==> config.mk <==
export PLATFORM = sky130hd
export DESIGN_NAME = attn_top
export DESIGN_NICKNAME = d
export VERILOG_FILES = /design/src/source/sram_pkg.sv /design/src/source/attn_pkg.sv /design/src/source/qkv_sequencer.sv /design/src/source/addr_gen.sv /design/src/source/dot_product_unit.sv /design/src/source/attn_top.sv
export SDC_FILE = /design/constraint.sdc
export NUM_CORES = 2
export LEC_CHECK = 0
export ABC_AREA = 1
export BUFFER_PORTS_ARGS = -buffer_cell sky130_fd_sc_hd__buf_2
export CELL_PAD_IN_SITES_DETAIL_PLACEMENT = 1
export CELL_PAD_IN_SITES_GLOBAL_PLACEMENT = 2
export CORE_MARGIN = 4
export CORE_UTILIZATION = 32
export DETAILED_ROUTE_END_ITERATION = 12
export GPL_ROUTABILITY_DRIVEN = 0
export GPL_TIMING_DRIVEN = 1
export PLACE_DENSITY = 0.8
export SLEW_MARGIN = 20
export SYNTH_ARGS = -nofsm -noshare
export SYNTH_HDL_FRONTEND = slang
export SYNTH_HIERARCHICAL = 1
export SYNTH_SLANG_ARGS = --single-unit
export TNS_END_PERCENT = 1
==> constraint.sdc <==
create_clock -name clk -period 16.3 [get_ports clk]
set_input_delay 1.63 -clock clk [delete_from_list [all_inputs] [get_ports clk]]
set_output_delay 1.63 -clock clk [all_outputs]
set_load 0.02 [all_outputs]
==> src/source/sram_pkg.sv <==
//------------------------------------------------
// SRAM side definitions: word and address widths,
// memory map and the read and write port bundles
//------------------------------------------------
package sram_pkg;

	localparam int ADDR_W = 12;
	localparam int DATA_W = 32;

	// Memory map shared by the input and weight SRAMs
	localparam int HEADER_ADDR = 0;
	localparam int DATA_BASE   = 1;  // First matrix word

	// Read port, data returns the cycle after the address
	typedef struct packed {
		logic [ADDR_W-1:0] read_address;
	} sram_read_t;

	// Write port toward the result SRAM
	typedef struct packed {
		logic              write_enable;
		logic [ADDR_W-1:0] write_address;
		logic [DATA_W-1:0] write_data;
	} sram_write_t;

endpackage

==> src/source/attn_pkg.sv <==
//------------------------------------------------
// Projection engine types: dimension header,
// sequencer states and pipeline constants
//------------------------------------------------
package attn_pkg;

	// Header word, {rows, cols}
	typedef struct packed {
		logic [15:0] rows;
		logic [15:0] cols;
	} dims_t;

	// One SRAM read word seen either as operand or as header
	typedef union packed {
		logic [sram_pkg::DATA_W-1:0] value;
		dims_t                       dims;
	} sram_word_u;

	typedef logic [7:0] idx_t;  // Loop index

	localparam int NUM_PROJ   = 3;  // Q, K, V
	localparam int PIPE_DEPTH = 2;  // Last issue to result write

	typedef enum logic [2:0] {
		IDLE,
		HEADER,
		CAPTURE,
		RUN,
		DRAIN
	} seq_state_t;

	// Framing of one read pair inside a dot product
	typedef struct packed {
		logic valid;
		logic first;
		logic last;
	} step_t;

endpackage

==> src/source/qkv_sequencer.sv <==
//------------------------------------------------
// Job sequencer: header fetch, dimension capture,
// run and drain, owns dut_ready
//------------------------------------------------
`timescale 1ns/10ps

module qkv_sequencer (
	input  logic                  clk,
	input  logic                  reset_n,
	input  logic                  dut_valid,
	output logic                  dut_ready,
	input  attn_pkg::sram_word_u  input_rdata,
	input  attn_pkg::sram_word_u  weight_rdata,
	input  logic                  issue_done,
	output attn_pkg::dims_t       dims_nm,
	output attn_pkg::dims_t       dims_mp,
	output logic                  start
);

	attn_pkg::seq_state_t state;

	attn_pkg::dims_t dims_nm_q;  // {N, M} for the job
	attn_pkg::dims_t dims_mp_q;  // {M, P} for the job

	logic [1:0] drain_done_cnt;

	// Headers are on the read data during CAPTURE
	assign start = (state == attn_pkg::CAPTURE);

	// Bypass so addr_gen sees the new sizes on the start edge
	assign dims_nm = start ? input_rdata.dims : dims_nm_q;
	assign dims_mp = start ? weight_rdata.dims : dims_mp_q;

	always_ff @(posedge clk) begin
		if (start) begin
			dims_nm_q <= input_rdata.dims;
			dims_mp_q <= weight_rdata.dims;
		end
	end

	//------------------------------------------------
	// Job FSM
	//------------------------------------------------
	always_ff @(posedge clk or negedge reset_n) begin
		if (!reset_n) begin
			state          <= attn_pkg::IDLE;
			dut_ready      <= 1'b1;
			drain_done_cnt <= '0;
		end else begin
			case (state)
				attn_pkg::IDLE: begin
					if (dut_valid) begin
						state     <= attn_pkg::HEADER;
						dut_ready <= 1'b0;
					end
				end
				attn_pkg::HEADER: begin
					// addr_gen is already on HEADER_ADDR
					state <= attn_pkg::CAPTURE;
				end
				attn_pkg::CAPTURE: begin
					state <= attn_pkg::RUN;
				end
				attn_pkg::RUN: begin
					drain_done_cnt <= '0;
					if (issue_done)
						state <= attn_pkg::DRAIN;
				end
				attn_pkg::DRAIN: begin
					drain_done_cnt <= drain_done_cnt + 1'b1;
					// Last sum reaches the result SRAM on this edge
					if (drain_done_cnt == 2'(attn_pkg::PIPE_DEPTH - 1)) begin
						state     <= attn_pkg::IDLE;
						dut_ready <= 1'b1;
					end
				end
				default: begin
					state     <= attn_pkg::IDLE;
					dut_ready <= 1'b1;
				end
			endcase
		end
	end

endmodule

==> src/source/addr_gen.sv <==
//------------------------------------------------
// Address generator: w, i, j, k loop nest and the
// input and weight read addresses with framing
//------------------------------------------------
`timescale 1ns/10ps

module addr_gen (
	input  logic                  clk,
	input  logic                  reset_n,
	input  logic                  start,
	input  attn_pkg::dims_t       dims_nm,
	input  attn_pkg::dims_t       dims_mp,
	output sram_pkg::sram_read_t  input_rd,
	output sram_pkg::sram_read_t  weight_rd,
	output attn_pkg::step_t       step,
	output logic                  issue_done
);

	logic busy;

	attn_pkg::idx_t w, i, j, k;          // Indices of the pair on the bus
	attn_pkg::idx_t w_n, i_n, j_n, k_n;
	attn_pkg::idx_t n_last, m_last, p_last;

	logic k_wrap, j_wrap, i_wrap;

	logic [sram_pkg::ADDR_W-1:0] m_size, p_size;
	logic [sram_pkg::ADDR_W-1:0] input_addr, weight_addr;

	function automatic logic [sram_pkg::ADDR_W-1:0] widen(attn_pkg::idx_t v);
		return {{(sram_pkg::ADDR_W - $bits(attn_pkg::idx_t)){1'b0}}, v};
	endfunction

	assign n_last = dims_nm.rows[$bits(attn_pkg::idx_t)-1:0] - 1'b1;
	assign m_last = dims_nm.cols[$bits(attn_pkg::idx_t)-1:0] - 1'b1;
	assign p_last = dims_mp.cols[$bits(attn_pkg::idx_t)-1:0] - 1'b1;

	assign m_size = dims_mp.rows[sram_pkg::ADDR_W-1:0];
	assign p_size = dims_mp.cols[sram_pkg::ADDR_W-1:0];

	assign k_wrap = (k == m_last);
	assign j_wrap = (j == p_last);
	assign i_wrap = (i == n_last);

	assign issue_done = busy && k_wrap && j_wrap && i_wrap &&
		(w == attn_pkg::idx_t'(attn_pkg::NUM_PROJ - 1));

	//------------------------------------------------
	// Next indices, k innermost
	//------------------------------------------------
	always_comb begin
		k_n = k_wrap ? '0 : k + 1'b1;
		j_n = k_wrap ? (j_wrap ? '0 : j + 1'b1) : j;
		i_n = (k_wrap && j_wrap) ? (i_wrap ? '0 : i + 1'b1) : i;
		w_n = (k_wrap && j_wrap && i_wrap) ? w + 1'b1 : w;
		if (start) begin
			k_n = '0;
			j_n = '0;
			i_n = '0;
			w_n = '0;
		end
	end

	// I row-major, each W stored column by column
	assign input_addr = sram_pkg::ADDR_W'(sram_pkg::DATA_BASE) +
		widen(i_n) * m_size + widen(k_n);
	assign weight_addr = sram_pkg::ADDR_W'(sram_pkg::DATA_BASE) +
		widen(w_n) * m_size * p_size + widen(j_n) * m_size + widen(k_n);

	always_ff @(posedge clk or negedge reset_n) begin
		if (!reset_n) begin
			busy      <= 1'b0;
			w         <= '0;
			i         <= '0;
			j         <= '0;
			k         <= '0;
			input_rd  <= '{read_address: sram_pkg::ADDR_W'(sram_pkg::HEADER_ADDR)};
			weight_rd <= '{read_address: sram_pkg::ADDR_W'(sram_pkg::HEADER_ADDR)};
			step      <= '0;
		end else if (start || (busy && !issue_done)) begin
			busy      <= 1'b1;
			w         <= w_n;
			i         <= i_n;
			j         <= j_n;
			k         <= k_n;
			input_rd  <= '{read_address: input_addr};
			weight_rd <= '{read_address: weight_addr};
			step      <= '{valid: 1'b1, first: (k_n == '0), last: (k_n == m_last)};
		end else begin
			// Idle, park on the header word
			busy      <= 1'b0;
			input_rd  <= '{read_address: sram_pkg::ADDR_W'(sram_pkg::HEADER_ADDR)};
			weight_rd <= '{read_address: sram_pkg::ADDR_W'(sram_pkg::HEADER_ADDR)};
			step      <= '0;
		end
	end

endmodule

==> src/source/dot_product_unit.sv <==
//------------------------------------------------
// Dot product unit: multiply and accumulate read
// pairs and write each finished sum in order
//------------------------------------------------
`timescale 1ns/10ps

module dot_product_unit (
	input  logic                  clk,
	input  logic                  reset_n,
	input  logic                  start,
	input  attn_pkg::step_t       step,
	input  attn_pkg::sram_word_u  input_rdata,
	input  attn_pkg::sram_word_u  weight_rdata,
	output sram_pkg::sram_write_t result_wr
);

	attn_pkg::step_t step_d;  // Lines up with the read data

	logic [sram_pkg::DATA_W-1:0] acc;
	logic [sram_pkg::DATA_W-1:0] product;
	logic [sram_pkg::DATA_W-1:0] sum;

	logic [sram_pkg::ADDR_W-1:0] next_addr;
	logic                        wr_en;
	logic [sram_pkg::ADDR_W-1:0] wr_addr;
	logic [sram_pkg::DATA_W-1:0] wr_data;

	// Wraps modulo 2^32
	assign product = input_rdata.value * weight_rdata.value;
	assign sum     = step_d.first ? product : acc + product;

	always_ff @(posedge clk or negedge reset_n) begin
		if (!reset_n)
			step_d <= '0;
		else
			step_d <= step;
	end

	always_ff @(posedge clk) begin
		if (step_d.valid)
			acc <= sum;
	end

	//------------------------------------------------
	// Result write, one per finished dot product
	//------------------------------------------------
	always_ff @(posedge clk or negedge reset_n) begin
		if (!reset_n) begin
			wr_en     <= 1'b0;
			next_addr <= '0;
		end else begin
			wr_en <= step_d.valid && step_d.last;
			if (start)
				next_addr <= '0;  // Each job starts at result address 0
			else if (step_d.valid && step_d.last)
				next_addr <= next_addr + 1'b1;
		end
	end

	always_ff @(posedge clk) begin
		if (step_d.valid && step_d.last) begin
			wr_addr <= next_addr;
			wr_data <= sum;
		end
	end

	assign result_wr = '{
		write_enable:  wr_en,
		write_address: wr_addr,
		write_data:    wr_data
	};

endmodule

==> src/source/attn_top.sv <==
//------------------------------------------------
// QKV projection engine top level
//------------------------------------------------
`timescale 1ns/10ps

module attn_top (
	input  logic                  clk,
	input  logic                  reset_n,
	input  logic                  dut_valid,
	output logic                  dut_ready,
	output sram_pkg::sram_read_t  input_rd,
	input  attn_pkg::sram_word_u  input_rdata,
	output sram_pkg::sram_read_t  weight_rd,
	input  attn_pkg::sram_word_u  weight_rdata,
	output sram_pkg::sram_write_t result_wr
);

	attn_pkg::dims_t dims_nm;
	attn_pkg::dims_t dims_mp;
	attn_pkg::step_t step;
	logic            start;
	logic            issue_done;

	qkv_sequencer u_sequencer (
		.clk          (clk),
		.reset_n      (reset_n),
		.dut_valid    (dut_valid),
		.dut_ready    (dut_ready),
		.input_rdata  (input_rdata),
		.weight_rdata (weight_rdata),
		.issue_done   (issue_done),
		.dims_nm      (dims_nm),
		.dims_mp      (dims_mp),
		.start        (start)
	);

	// Also drives the header address between jobs
	addr_gen u_addr_gen (
		.clk        (clk),
		.reset_n    (reset_n),
		.start      (start),
		.dims_nm    (dims_nm),
		.dims_mp    (dims_mp),
		.input_rd   (input_rd),
		.weight_rd  (weight_rd),
		.step       (step),
		.issue_done (issue_done)
	);

	dot_product_unit u_dot_product (
		.clk          (clk),
		.reset_n      (reset_n),
		.start        (start),
		.step         (step),
		.input_rdata  (input_rdata),
		.weight_rdata (weight_rdata),
		.result_wr    (result_wr)
	);

endmodule

==> run metrics <==
internal reg-to-reg setup slack=2.95 ns; wire length per cell=19.0 um; Max-Slew Margin vs Limit=32.0%; vias in the first global route=32,830; RR Startpoint=u_sequencer/state[2]; GRT Overall Usage=20.3%; Period minus WS final=13.58 ns; Worst Hold Path EP=u_dot_product/step_d[0]; antenna violations before repair=9; Core ar.=113,000 um2; fin. max-slew vios=0; Final ANT Viol Nets=0; IO Pins=137; RSZ-0062 raised after global routing=false; Worst Reg-to-Reg Cells=62; Worst Path Required=16.69 ns; nature of the critical path endpoint=register; count of hold-fix buffers inserted at cts=0; HP Start=u_addr_gen/step[0]; Layout Cells excl Fill=6,403; worst clock skew=0.0180 ns; dpl hpwl=97.5 mm; worst hold slack=0.358 ns; die area=120,000 um2; share of cells above drive strength 1=6.89%; Area Overhead vs Synth=7.30%; Worst Path Arrival=13.97 ns; Syn Nets=5,772; Mapped Area=36,600 um2; Std-Cell Rows=123; clk root buf=clkbuf_16; Avg Synthesized Cell Area=7.54 um2; Clk pin slew, worst setup/hold paths=0.08 ns; crit path kind=in -> reg; endpoints failing hold=0; Chip Width=346 um; cells after synthesis=4,856; reg2reg end=u_addr_gen/weight_rd[11]; grt ovf=0; # port buffers=136; vias post-DR=30,152; f_max=73.6 MHz; max_cap viols=0; DIE HEIGHT=346 um; total negative slack=0 ns; yosys warns=6; clock latency on the worst-skew pair=0.51 ns; drt pass-1 iters=5; total CTS buffers=17; DR vias/cell=4.71; worst hold path type=reg -> reg; outcome=finished, final reports clean; # resized after CTS=0; clk sink count=197; H-tree Lvls=4; placed insts=6,362; Worst Tran Pin Value=1.02 ns; critical path's slowest cell=buf_2; drt initial violations=1,398; crit start category=input pin; Crit Path Max Fanout=34; first-pass GRT wire length=190 mm; wirelength, routed=121 mm; CTS Buffer Depth=2; crit-path max cell delay=0.71 ns; largest net degree at the start of global routing=68; TritonCTS clock tree=done; Setup-failing EPs final=0; Hold Path Depth=0; starting density of the core=32.4%; final worst-path cycle share=83.3%; DRC Markers=0; # nets final=5,797; Post-CTS Setup Bufs=0; final worst slack=2.72 ns; dpl ws=2.18 ns
critical path: cells and delay by family:
| kind | cells | cell delay, ns |
|---|---|---|
| AOI/OAI and AO/OA | 2 | 0.37 |
| xor gates and xnor gates | 3 | 0.59 |
| adders and majority gates | 14 | 6.72 |
| buffers and inverters | 10 | 1.24 |
| and+or+nand+nor | 26 | 3.40 |
layer usage:
metal  routed length, um  vias to the layer above  global-route usage [%]  part of all wire [%]
met5                  28                        -                       0                 0.023
met4                3200                        4                    5.43                   2.6
met3                4390                      108                    2.86                   3.6
met2               60400                      480                    36.1                    50
met1               53300                    15270                    25.9                    44
li1                    -                    14290                       -                     -
worst max path at each step:
stage          slack, ns  cells after the start                       end            start
2_1_floorplan       4.18                     53  u_addr_gen/weight_rd[11]  weight_rdata[1]
3_3_place_gp        2.27                     54  u_addr_gen/weight_rd[11]  weight_rdata[0]
3_5_place_dp        2.18                     53  u_addr_gen/weight_rd[11]  weight_rdata[0]
4_1_cts             2.70                     53  u_addr_gen/weight_rd[11]  weight_rdata[0]
5_1_grt             1.76                     56  u_addr_gen/weight_rd[11]  weight_rdata[0]
6_report            2.72                     55  u_addr_gen/weight_rd[11]  weight_rdata[0]
sequential cells by signal (all words and copies together) (netlist names), 12 cells and up:
signal	count
u_addr_gen/weight_rd	12
u_sequencer/dims_nm_q	16
u_sequencer/dims_mp_q	24
u_dot_product/wr_addr	12
u_dot_product/next_addr	12
u_dot_product/acc	32
u_addr_gen/input_rd	12
u_dot_product/wr_data	32
stage by stage:
stage,util (%),cell area (um2)
4_1_cts,34.7,39300
5_1_grt,34.7,39300
2_1_floorplan,-,36600
3_5_place_dp,34.2,38700
6_report,34.7,39300
3_3_place_gp,34.2,38700
cells in the final DEF, fill, tap and decap left out, types with 18 or more instances in the layout:
cell type  instances
nand2_2           27
clkbuf_16         18
o21ai_0          123
nor2_1           247
fa_1             585
edfxtp_1          76
xor2_1            72
inv_2             24
buf_4             35
buf_2            135
nand4_1           38
ha_1             264
nand3_1          172
a21oi_1          105
nand2_1         1378
inv_1           1222
nor3_1            24
dfrtp_1           80
xnor2_1           31
dfxtp_1           40
area by class of cell:
cell class              count  area [um2]
inverters                1255        4720
fillers                 14037       73800
flip-flops and latches    197        5110
repair buffers            170         938
well taps                1500        1880
clock inverters            13         154
diodes                      9        22.5
clock buffers              19         454
multi-input cells        3240       26000
Power is not shown: default switching activity piles up to over one toggle a cycle in this logic, so the estimate is an artifact.
